**config.mk**
```make
export PLATFORM = sky130hd
export DESIGN_NAME = sh_core
export DESIGN_NICKNAME = d
export VERILOG_FILES = /design/src/design/sh_pkg.sv /design/src/design/sh_ifs.sv /design/src/design/sh_bus_seq.sv /design/src/design/sh_pc.sv /design/src/design/sh_decoder.sv /design/src/design/sh_regfile.sv /design/src/design/sh_execute.sv /design/src/design/sh_core.sv
export VERILOG_INCLUDE_DIRS = /design/src /design/src/design
export SDC_FILE = /design/constraint.sdc
export NUM_CORES = 2
export LEC_CHECK = 0
export BUFFER_PORTS_ARGS = -buffer_cell sky130_fd_sc_hd__clkbuf_2
export CAP_MARGIN = 25
export CORE_AREA = 5 5 288 290
export CTS_BUF_LIST = sky130_fd_sc_hd__clkbuf_4 sky130_fd_sc_hd__clkbuf_8
export DETAILED_ROUTE_END_ITERATION = 10
export DIE_AREA = 0 0 293 295
export PLACE_DENSITY = 0.71
export SETUP_SLACK_MARGIN = 0.02
export SYNTH_ARGS = -nofsm -noshare
export SYNTH_HDL_FRONTEND = slang
export SYNTH_SLANG_ARGS = --single-unit
```
**constraint.sdc**
```tcl
create_clock -name CLK -period 15.89 [get_ports CLK]
set_input_delay 3.178 -clock CLK [delete_from_list [all_inputs] [get_ports CLK]]
set_output_delay 3.178 -clock CLK [all_outputs]
set_load 0.005 [all_outputs]
```
**src/design/sh_defines.svh**
```systemverilog
`ifndef SH_DEFINES_SVH
`define SH_DEFINES_SVH

// Datapath and instruction widths
`define SH_XLEN 32
`define SH_ILEN 16

// General register file
`define SH_NREGS 16
`define SH_RAW 4

// First fetch address after reset
`define SH_RESET_PC 32'h0000_0000

// Code that retires without side effects
`define SH_NOP_IR 16'h0009

`endif

```
**src/design/sh_pkg.sv**
```systemverilog
`default_nettype none

`include "sh_defines.svh"

package sh_pkg;

	// Execute operation
	typedef enum logic [3:0] {
		ADD   = 4'd0,
		SUB   = 4'd1,
		AND   = 4'd2,
		OR    = 4'd3,
		XOR   = 4'd4,
		PASS  = 4'd5,
		SHLL  = 4'd6,
		SHLR  = 4'd7,
		CMPEQ = 4'd8,
		MOVT  = 4'd9
	} alu_op_e;

	// Encoding matches bits 1:0 of the MOV.x codes
	typedef enum logic [1:0] {
		BYTE = 2'd0,
		WORD = 2'd1,
		LONG = 2'd2
	} mem_size_e;

	typedef enum logic [1:0] {
		IDLE  = 2'd0,
		FETCH = 2'd1,
		DATA  = 2'd2
	} seq_state_e;

	// One decoded instruction, carried from ID into EX
	typedef struct packed {
		logic [`SH_ILEN-1:0] ir;
		alu_op_e             op;
		mem_size_e           size;
		logic [`SH_RAW-1:0]  rn;
		logic [`SH_RAW-1:0]  rm;
		logic [`SH_XLEN-1:0] imm;
		logic                use_imm;
		logic                reg_we;
		logic                mem_rd;
		logic                mem_wr;
		logic                t_we;
		logic                illegal;
	} dec_instr_t;

endpackage

`default_nettype wire

```
**src/design/sh_ifs.sv**
```systemverilog
`timescale 1ns/100ps
`default_nettype none

`include "sh_defines.svh"

// Instruction fetch request, one word per access
interface sh_fetch_if;
	logic                req;
	logic [`SH_XLEN-1:0] addr;
	logic [`SH_XLEN-1:0] rdata;
	logic                done;

	modport pc (output req, output addr, input rdata, input done);
	modport seq (input req, input addr, output rdata, output done);
endinterface

// Data access from EX, lanes are big-endian byte enables
interface sh_mem_if;
	logic                req;
	logic                wr;
	logic [`SH_XLEN-1:0] addr;
	logic [`SH_XLEN-1:0] wdata;
	logic [3:0]          lanes;
	logic [`SH_XLEN-1:0] rdata;
	logic                done;

	modport exec (
		output req, output wr, output addr, output wdata, output lanes,
		input rdata, input done
	);
	modport seq (
		input req, input wr, input addr, input wdata, input lanes,
		output rdata, output done
	);
endinterface

`default_nettype wire

```
**src/design/sh_bus_seq.sv**
```systemverilog
`timescale 1ns/100ps
`default_nettype none

`include "sh_defines.svh"

module sh_bus_seq (
	input  logic                CLK,
	input  logic                RST_N,
	sh_fetch_if.seq             fetch,
	sh_mem_if.seq               mem,
	output logic [`SH_XLEN-1:0] bus_a,
	output logic [`SH_XLEN-1:0] bus_do,
	output logic [3:0]          bus_ba,
	output logic                bus_wr,
	output logic                bus_req,
	input  logic [`SH_XLEN-1:0] bus_di,
	input  logic                bus_wait
);
	sh_pkg::seq_state_e state;
	sh_pkg::seq_state_e state_nx;
	logic               data_sel;
	logic               done;

	assign done = bus_req & ~bus_wait;

	// Data wins over fetch; the requester just served is never restarted
	always_comb begin
		state_nx = state;
		case (state)
			sh_pkg::IDLE: begin
				if (mem.req)
					state_nx = sh_pkg::DATA;
				else if (fetch.req)
					state_nx = sh_pkg::FETCH;
			end
			sh_pkg::FETCH: begin
				if (done)
					state_nx = mem.req ? sh_pkg::DATA : sh_pkg::IDLE;
			end
			sh_pkg::DATA: begin
				if (done)
					state_nx = fetch.req ? sh_pkg::FETCH : sh_pkg::IDLE;
			end
			default: state_nx = sh_pkg::IDLE;
		endcase
	end

	always_ff @(posedge CLK or negedge RST_N) begin
		if (!RST_N)
			state <= sh_pkg::IDLE;
		else
			state <= state_nx;
	end

	// Bus driven from the granted requester
	assign data_sel = (state == sh_pkg::DATA);
	assign bus_req  = (state != sh_pkg::IDLE);
	assign bus_a    = data_sel ? mem.addr : fetch.addr;
	assign bus_do   = mem.wdata;
	assign bus_ba   = data_sel ? mem.lanes : 4'b1111;
	assign bus_wr   = data_sel & mem.wr;

	assign fetch.done  = (state == sh_pkg::FETCH) & ~bus_wait;
	assign fetch.rdata = bus_di;
	assign mem.done    = data_sel & ~bus_wait;
	assign mem.rdata   = bus_di;

endmodule

`default_nettype wire

```
**src/design/sh_pc.sv**
```systemverilog
`timescale 1ns/100ps
`default_nettype none

`include "sh_defines.svh"

module sh_pc (
	input  logic                CLK,
	input  logic                RST_N,
	sh_fetch_if.pc              fetch,
	output logic                if_valid,
	output logic [`SH_ILEN-1:0] if_ir,
	input  logic                if_take
);
	logic [`SH_XLEN-1:0] pc;
	logic [`SH_ILEN-1:0] hi_q;
	logic [`SH_ILEN-1:0] lo_q;
	logic                word_ok;

	//*********************************************************************
	// Program counter and buffer state
	//*********************************************************************
	// Odd halfword is served from the buffer, so only a take at an odd
	// address empties it
	always_ff @(posedge CLK or negedge RST_N) begin
		if (!RST_N) begin
			pc      <= `SH_RESET_PC;
			word_ok <= 1'b0;
		end else begin
			if (fetch.done)
				word_ok <= 1'b1;
			else if (if_take && pc[1])
				word_ok <= 1'b0;
			if (if_take)
				pc <= pc + `SH_XLEN'd2;
		end
	end

	// Big-endian word, even halfword in the upper half
	always_ff @(posedge CLK) begin
		if (fetch.done) begin
			hi_q <= fetch.rdata[31:16];
			lo_q <= fetch.rdata[15:0];
		end
	end

	//*********************************************************************
	// Fetch request and IF output
	//*********************************************************************
	assign fetch.req  = ~word_ok & ~pc[1];
	assign fetch.addr = {pc[`SH_XLEN-1:2], 2'b00};

	assign if_valid = word_ok;

	always_comb begin
		if (!word_ok)
			if_ir = `SH_NOP_IR;
		else if (pc[1])
			if_ir = lo_q;
		else
			if_ir = hi_q;
	end

endmodule

`default_nettype wire

```
**src/design/sh_decoder.sv**
```systemverilog
`timescale 1ns/100ps
`default_nettype none

`include "sh_defines.svh"

module sh_decoder (
	input  logic                CLK,
	input  logic                RST_N,
	input  logic                if_valid,
	input  logic [`SH_ILEN-1:0] if_ir,
	output logic                if_take,
	output logic [`SH_RAW-1:0]  ra_n,
	output logic [`SH_RAW-1:0]  rb_n,
	input  logic [`SH_XLEN-1:0] ra_q,
	input  logic [`SH_XLEN-1:0] rb_q,
	output logic                ex_valid,
	output sh_pkg::dec_instr_t  ex_instr,
	output logic [`SH_XLEN-1:0] ex_a,
	output logic [`SH_XLEN-1:0] ex_b,
	input  logic                ex_stall,
	output logic                ili
);
	sh_pkg::dec_instr_t dec;

	//*********************************************************************
	// Instruction decode
	//*********************************************************************
	always_comb begin
		dec      = '0;
		dec.ir   = if_ir;
		dec.op   = sh_pkg::PASS;
		dec.size = sh_pkg::LONG;
		dec.rn   = if_ir[11:8];
		dec.rm   = if_ir[7:4];
		dec.imm  = {{24{if_ir[7]}}, if_ir[7:0]};
		case (if_ir[15:12])
			4'h0: begin
				if (if_ir[7:0] == 8'h29) begin
					dec.op     = sh_pkg::MOVT;
					dec.reg_we = 1'b1;
				end else if (if_ir != `SH_NOP_IR) begin
					dec.illegal = 1'b1;
				end
			end
			4'h2: begin
				// MOV.x Rm,@Rn and the logic group
				case (if_ir[3:0])
					4'h9: dec.op = sh_pkg::AND;
					4'hA: dec.op = sh_pkg::XOR;
					4'hB: dec.op = sh_pkg::OR;
					default: ;
				endcase
				dec.reg_we  = (if_ir[3:0] >= 4'h9) && (if_ir[3:0] <= 4'hB);
				dec.mem_wr  = (if_ir[3:0] <= 4'h2);
				dec.illegal = ~dec.reg_we & ~dec.mem_wr;
				if (dec.mem_wr)
					dec.size = sh_pkg::mem_size_e'(if_ir[1:0]);
			end
			4'h3: begin
				case (if_ir[3:0])
					4'h0: begin
						dec.op   = sh_pkg::CMPEQ;
						dec.t_we = 1'b1;
					end
					4'h8: begin
						dec.op     = sh_pkg::SUB;
						dec.reg_we = 1'b1;
					end
					4'hC: begin
						dec.op     = sh_pkg::ADD;
						dec.reg_we = 1'b1;
					end
					default: dec.illegal = 1'b1;
				endcase
			end
			4'h4: begin
				// Shifted-out bit goes to T
				dec.reg_we  = (if_ir[7:1] == 7'h00);
				dec.t_we    = dec.reg_we;
				dec.op      = if_ir[0] ? sh_pkg::SHLR : sh_pkg::SHLL;
				dec.illegal = ~dec.reg_we;
			end
			4'h6: begin
				// MOV.x @Rm,Rn and MOV Rm,Rn
				dec.mem_rd  = (if_ir[3:0] <= 4'h2);
				dec.reg_we  = (if_ir[3:0] <= 4'h3);
				dec.illegal = ~dec.reg_we;
				if (dec.mem_rd)
					dec.size = sh_pkg::mem_size_e'(if_ir[1:0]);
			end
			4'h7: begin
				dec.op      = sh_pkg::ADD;
				dec.use_imm = 1'b1;
				dec.reg_we  = 1'b1;
			end
			4'hE: begin
				dec.use_imm = 1'b1;
				dec.reg_we  = 1'b1;
			end
			default: dec.illegal = 1'b1;
		endcase
		// Illegal codes retire as NOP
		if (dec.illegal)
			dec.ir = `SH_NOP_IR;
	end

	assign ra_n = dec.rn;
	assign rb_n = dec.rm;

	assign if_take = if_valid & ~ex_stall;
	assign ili     = if_take & dec.illegal;

	//*********************************************************************
	// ID/EX register
	//*********************************************************************
	always_ff @(posedge CLK or negedge RST_N) begin
		if (!RST_N)
			ex_valid <= 1'b0;
		else if (!ex_stall)
			ex_valid <= if_valid;
	end

	always_ff @(posedge CLK) begin
		if (!ex_stall) begin
			ex_instr <= dec;
			ex_a     <= ra_q;
			ex_b     <= rb_q;
		end
	end

endmodule

`default_nettype wire

```
**src/design/sh_regfile.sv**
```systemverilog
`timescale 1ns/100ps
`default_nettype none

`include "sh_defines.svh"

module sh_regfile (
	input  logic                CLK,
	input  logic                RST_N,
	input  logic [`SH_RAW-1:0]  ra_n,
	input  logic [`SH_RAW-1:0]  rb_n,
	output logic [`SH_XLEN-1:0] ra_q,
	output logic [`SH_XLEN-1:0] rb_q,
	input  logic [`SH_RAW-1:0]  wr_n,
	input  logic [`SH_XLEN-1:0] wr_d,
	input  logic                wr_en
);
	logic [`SH_XLEN-1:0] regs [`SH_NREGS];

	always_ff @(posedge CLK or negedge RST_N) begin
		if (!RST_N) begin
			for (int i = 0; i < `SH_NREGS; i++)
				regs[i] <= '0;
		end else if (wr_en) begin
			regs[wr_n] <= wr_d;
		end
	end

	// Write-first, the EX result is visible to ID in the same cycle
	assign ra_q = (wr_en && (wr_n == ra_n)) ? wr_d : regs[ra_n];
	assign rb_q = (wr_en && (wr_n == rb_n)) ? wr_d : regs[rb_n];

endmodule

`default_nettype wire

```
**src/design/sh_execute.sv**
```systemverilog
`timescale 1ns/100ps
`default_nettype none

`include "sh_defines.svh"

module sh_execute (
	input  logic                CLK,
	input  logic                RST_N,
	input  logic                ex_valid,
	input  sh_pkg::dec_instr_t  ex_instr,
	input  logic [`SH_XLEN-1:0] ex_a,
	input  logic [`SH_XLEN-1:0] ex_b,
	output logic                ex_stall,
	sh_mem_if.exec              mem,
	output logic [`SH_RAW-1:0]  wr_n,
	output logic [`SH_XLEN-1:0] wr_d,
	output logic                wr_en,
	output logic                retire_valid,
	output logic [`SH_ILEN-1:0] retire_ir
);
	logic [`SH_XLEN-1:0] opb;
	logic [`SH_XLEN-1:0] alu_res;
	logic [`SH_XLEN-1:0] addr;
	logic [`SH_XLEN-1:0] shifted;
	logic [`SH_XLEN-1:0] ld_data;
	logic                t_q;
	logic                t_nx;
	logic                is_mem;
	logic                fin;

	//*********************************************************************
	// ALU and T bit
	//*********************************************************************
	assign opb = ex_instr.use_imm ? ex_instr.imm : ex_b;

	always_comb begin
		alu_res = opb;
		t_nx    = t_q;
		case (ex_instr.op)
			sh_pkg::ADD:   alu_res = ex_a + opb;
			sh_pkg::SUB:   alu_res = ex_a - opb;
			sh_pkg::AND:   alu_res = ex_a & opb;
			sh_pkg::OR:    alu_res = ex_a | opb;
			sh_pkg::XOR:   alu_res = ex_a ^ opb;
			sh_pkg::SHLL: begin
				alu_res = {ex_a[`SH_XLEN-2:0], 1'b0};
				t_nx    = ex_a[`SH_XLEN-1];
			end
			sh_pkg::SHLR: begin
				alu_res = {1'b0, ex_a[`SH_XLEN-1:1]};
				t_nx    = ex_a[0];
			end
			sh_pkg::CMPEQ: t_nx = (ex_a == opb);
			sh_pkg::MOVT:  alu_res = {{(`SH_XLEN-1){1'b0}}, t_q};
			default: ;
		endcase
	end

	always_ff @(posedge CLK or negedge RST_N) begin
		if (!RST_N)
			t_q <= 1'b0;
		else if (fin && ex_instr.t_we)
			t_q <= t_nx;
	end

	//*********************************************************************
	// Data access
	//*********************************************************************
	// Stores address through Rn, loads through Rm
	assign is_mem   = ex_valid & (ex_instr.mem_rd | ex_instr.mem_wr);
	assign addr     = ex_instr.mem_wr ? ex_a : ex_b;
	assign mem.req  = is_mem;
	assign mem.wr   = ex_instr.mem_wr;
	assign mem.addr = addr;
	assign ex_stall = is_mem & ~mem.done;

	// Offset 0 sits in lane 3, bits 31:24
	always_comb begin
		case (ex_instr.size)
			sh_pkg::BYTE: begin
				mem.lanes = 4'b1000 >> addr[1:0];
				mem.wdata = {4{ex_b[7:0]}};
				shifted   = mem.rdata >> {~addr[1:0], 3'b000};
				ld_data   = {{24{shifted[7]}}, shifted[7:0]};
			end
			sh_pkg::WORD: begin
				mem.lanes = addr[1] ? 4'b0011 : 4'b1100;
				mem.wdata = {2{ex_b[15:0]}};
				shifted   = mem.rdata >> {~addr[1], 4'b0000};
				ld_data   = {{16{shifted[15]}}, shifted[15:0]};
			end
			default: begin
				mem.lanes = 4'b1111;
				mem.wdata = ex_b;
				shifted   = mem.rdata;
				ld_data   = shifted;
			end
		endcase
	end

	// Writeback and retire
	assign fin          = ex_valid & ~ex_stall;
	assign wr_en        = fin & ex_instr.reg_we;
	assign wr_n         = ex_instr.rn;
	assign wr_d         = ex_instr.mem_rd ? ld_data : alu_res;
	assign retire_valid = fin;
	assign retire_ir    = ex_instr.ir;

endmodule

`default_nettype wire

```
**src/design/sh_core.sv**
```systemverilog
`timescale 1ns/100ps
`default_nettype none

`include "sh_defines.svh"

module sh_core (
	input  logic                CLK,
	input  logic                RST_N,
	output logic [`SH_XLEN-1:0] bus_a,
	output logic [`SH_XLEN-1:0] bus_do,
	output logic [3:0]          bus_ba,
	output logic                bus_wr,
	output logic                bus_req,
	input  logic [`SH_XLEN-1:0] bus_di,
	input  logic                bus_wait,
	output logic                ili,
	output logic                retire_valid,
	output logic [`SH_ILEN-1:0] retire_ir
);
	logic                if_valid;
	logic [`SH_ILEN-1:0] if_ir;
	logic                if_take;
	logic [`SH_RAW-1:0]  ra_n;
	logic [`SH_RAW-1:0]  rb_n;
	logic [`SH_XLEN-1:0] ra_q;
	logic [`SH_XLEN-1:0] rb_q;
	logic                ex_valid;
	sh_pkg::dec_instr_t  ex_instr;
	logic [`SH_XLEN-1:0] ex_a;
	logic [`SH_XLEN-1:0] ex_b;
	logic                ex_stall;
	logic [`SH_RAW-1:0]  wr_n;
	logic [`SH_XLEN-1:0] wr_d;
	logic                wr_en;

	sh_fetch_if fetch_bus ();
	sh_mem_if   mem_bus ();

	//*********************************************************************
	// Bus side
	//*********************************************************************
	sh_bus_seq u_seq (
		.CLK      (CLK),
		.RST_N    (RST_N),
		.fetch    (fetch_bus),
		.mem      (mem_bus),
		.bus_a    (bus_a),
		.bus_do   (bus_do),
		.bus_ba   (bus_ba),
		.bus_wr   (bus_wr),
		.bus_req  (bus_req),
		.bus_di   (bus_di),
		.bus_wait (bus_wait)
	);

	//*********************************************************************
	// Pipeline
	//*********************************************************************
	sh_pc u_pc (
		.CLK      (CLK),
		.RST_N    (RST_N),
		.fetch    (fetch_bus),
		.if_valid (if_valid),
		.if_ir    (if_ir),
		.if_take  (if_take)
	);

	sh_decoder u_dec (
		.CLK      (CLK),
		.RST_N    (RST_N),
		.if_valid (if_valid),
		.if_ir    (if_ir),
		.if_take  (if_take),
		.ra_n     (ra_n),
		.rb_n     (rb_n),
		.ra_q     (ra_q),
		.rb_q     (rb_q),
		.ex_valid (ex_valid),
		.ex_instr (ex_instr),
		.ex_a     (ex_a),
		.ex_b     (ex_b),
		.ex_stall (ex_stall),
		.ili      (ili)
	);

	sh_regfile u_regs (
		.CLK   (CLK),
		.RST_N (RST_N),
		.ra_n  (ra_n),
		.rb_n  (rb_n),
		.ra_q  (ra_q),
		.rb_q  (rb_q),
		.wr_n  (wr_n),
		.wr_d  (wr_d),
		.wr_en (wr_en)
	);

	sh_execute u_ex (
		.CLK          (CLK),
		.RST_N        (RST_N),
		.ex_valid     (ex_valid),
		.ex_instr     (ex_instr),
		.ex_a         (ex_a),
		.ex_b         (ex_b),
		.ex_stall     (ex_stall),
		.mem          (mem_bus),
		.wr_n         (wr_n),
		.wr_d         (wr_d),
		.wr_en        (wr_en),
		.retire_valid (retire_valid),
		.retire_ir    (retire_ir)
	);

endmodule

`default_nettype wire

```
==> results.ini <==
[timing]
hold_viol_final = 0
fmax_mhz = 118
fin_ws_ps = 7410
max-slew-margin-rel_pct = 25.7
finalMaxSlewViolations = 0
worst_pin_slew_ps = 1110
period_needed_ps = 8480
fin_tns_setup_ps = 0
setup_viol = 0
min_period_over_period_pct = 53.4
fin_skew_ps = 48.4
rsz0062_at_grt = false

[logic_synthesis]
ys_seq_elements = 683
synth_top_area_share_pct = 31.4
synth.largest_area_cell = dfrtp_1
synth_most_common_cell = nand2_1
synthesis.area_um2 = 43700
synthTopCellsByArea = dfrtp_1 (31%), nand2_1 (14%), edfxtp_1 (9.3%)
synth_ff_type = dfrtp_1
synth-edff-count = 135
avgSynthCellArea_um2 = 7.99
synthCells = 5471
yosys_warnings = 0
synth-async-reset-ratio_pct = 80.2
netlist_top_cells_count = nand2_1 (1612), dfrtp_1 (548), nand3_1 (541), o21ai_0 (416), clkbuf_1 (361)
syn_nets = 5624
ys_types = 101
yosysSeqAreaShare_pct = 40.6

[clock_tree]
cts.root.buffer_cell = clkbuf_8
numCtsBuffers = 115
htree_levels = 3
cts_setup_buffers = 0
cts_tree = built
ctsHoldBuffers = 0
cts-resized-gates = 0
clock_path_buffers = 3
clk_latency_ps = 800
clock-sinks = 683
path_clk_slew_ps = 60

[die]
initial_core_util_pct = 54.6
rows = 104
die_h_um = 295
die_x_um = 293
io_pins = 123
die_area_um2 = 86400
core_area_um2 = 80000

[cells_and_area]
post-route-util_pct = 59.3
drive_gt1_share_pct = 12.7
n_fill_cell = 7330
final_nets = 5501
areaGrowthSynthToFinish_pct = 8.51

[critical_path]
arrival_ps = 5300
cp-end-kind = output port
critPathLaunchType = input port
critPathRequiredTime_ps = 12710
crit_type = in2out
critPathMaxFanout = 61

[detailed_routing]
dr.pass1.iters = 7
drt_iter0_drc = 5676
drt_wl_total_um = 165000
ant_nets = 0
wl_per_cell_um = 25.4
drc = 0
vias = 42712
post_drt_via_cell_ratio = 6.57

[place]
dp_hpwl_um = 102000
globalplace.congestion = 1.05
io_buffers = 122
post-place-ws_ps = 7360

[pwr]
ir_drop_mv = 0.156
power_density_nw_per_um2 = 199
p_leak_uw = 0.0200

[global_routing]
globalRouteOverflowTotal = 0
grt_pass1_vias = 39522
grt_start_max_net_pins = 165
antenna_found_initial = 6
grt_pass1_wl_um = 246000
groute.usage.overall_pct = 36.7

[hold_path]
hold_path_class = reg2reg

[run]
cap_viol_max_count = 0

[outcome]
status = complete, no violations

## stage by stage
step | instance area [um^2] | cells | hold slack [ps] | power, uW
floorplan | 43700 | 5471 | 445 | 5700
global placement | 44900 | 6283 | 464 | 7510
detailed placement | 44900 | 6287 | 471 | 7550
CTS | 47300 | 6490 | 484 | 9250
global route | 47400 | 6495 | 504 | 9860
finish | 47500 | 6498 | 484 | 9450
## cell usage in the layout, fill, tap and decap left out, types with 14 or more instances in the layout
cell type and instances:
a211oi_1 18, a21o_1 40, a21oi_1 152, a221o_1 14, a221oi_1 25, a22oi_1 45
a311o_1 19, a311oi_1 140, a31oi_1 82, and2_1 16, and3_1 90, buf_4 104
clkbuf_2 121, clkbuf_4 40, clkbuf_8 135, dfrtp_1 548, edfxtp_1 135, ha_1 116
inv_1 105, mux2_2 168, mux2i_1 67, nand2_1 1597, nand2b_1 18, nand3_1 537
nand4_1 16, nor2_1 156, nor3_1 40, o21ai_0 415, o21ai_1 58, o31ai_1 41
xnor2_1 41
## final timing paths
check	end	start	slack (ps)	cells past startpoint
max	retire_valid	bus_wait	7410	6
min	u_ex.t_q	u_ex.t_q	480	1
max reg2reg	u_dec.ex_a[24]	u_dec.ex_instr[5]	10220	14
min reg2reg	u_ex.t_q	u_ex.t_q	480	1
max in group asynchronous	u_regs.regs[300]	RST_N	12030	2
min in group asynchronous	u_pc.pc[3]	RST_N	2350	1
## cell families after synthesis
kind of cell | Yosys count | share of synthesized area [%]
AOI/OAI and AO/OA | 1206 | 18.2
xor gates and xnor gates | 54 | 1.08
adders and majority gates | 118 | 3.41
buffers and inverters | 592 | 5.46
DFF | 683 | 40.6
muxes | 236 | 5.88
and+or+nand+nor | 2582 | 25.3
## worst max-delay path, stage by stage
cell      delay, ps
clkbuf_2        140
o21bai_4        140
buf_4           630
buf_4           650
and2_1          370
clkbuf_2        160
## sequential cells by signal, indices dropped and copies added, names as in the netlist
signal and count:
u_ex.t_q 1, u_pc.if_valid 1, u_dec.ex_b 32, u_pc.lo_q 16, u_dec.ex_instr 39, u_dec.ex_a 32, u_dec.ex_valid 1, u_regs.regs 512
u_seq.state 2, u_pc.pc 31, u_pc.hi_q 16
## final cells by class
type | instances | area, um^2 | share of cell area, %
Timing Repair Buffer | 238 | 1660 | 3.50
Multi-Input combinational cell | 4196 | 23800 | 50.2
Inverter | 114 | 453 | 0.954
Clock buffer | 175 | 2160 | 4.55
Tap cell | 1060 | 1330 | 2.79
Sequential cell | 683 | 17800 | 37.4
Clock inverter | 28 | 260 | 0.548
Antenna cell | 4 | 10.0 | 0.0211
## metal layers
layer	wire length, um	part of all wire, %	vias to the layer above	GRT usage [%]
li1	-	-	18970	-
met1	64800	39	20411	50.6
met2	70200	43	2774	54.0
met3	21400	13	551	10.3
met4	8530	5.2	6	17.4
met5	40	0.024	-	0
## where the power goes
group          total, uW  internal (uW)  switching [uW]
sequential          2610           2160             450
combinational       5150           1530            3620
clock               1690            927             758
total               9450           4620            4830
No activity file was read; power rests on OpenSTA's default activity.
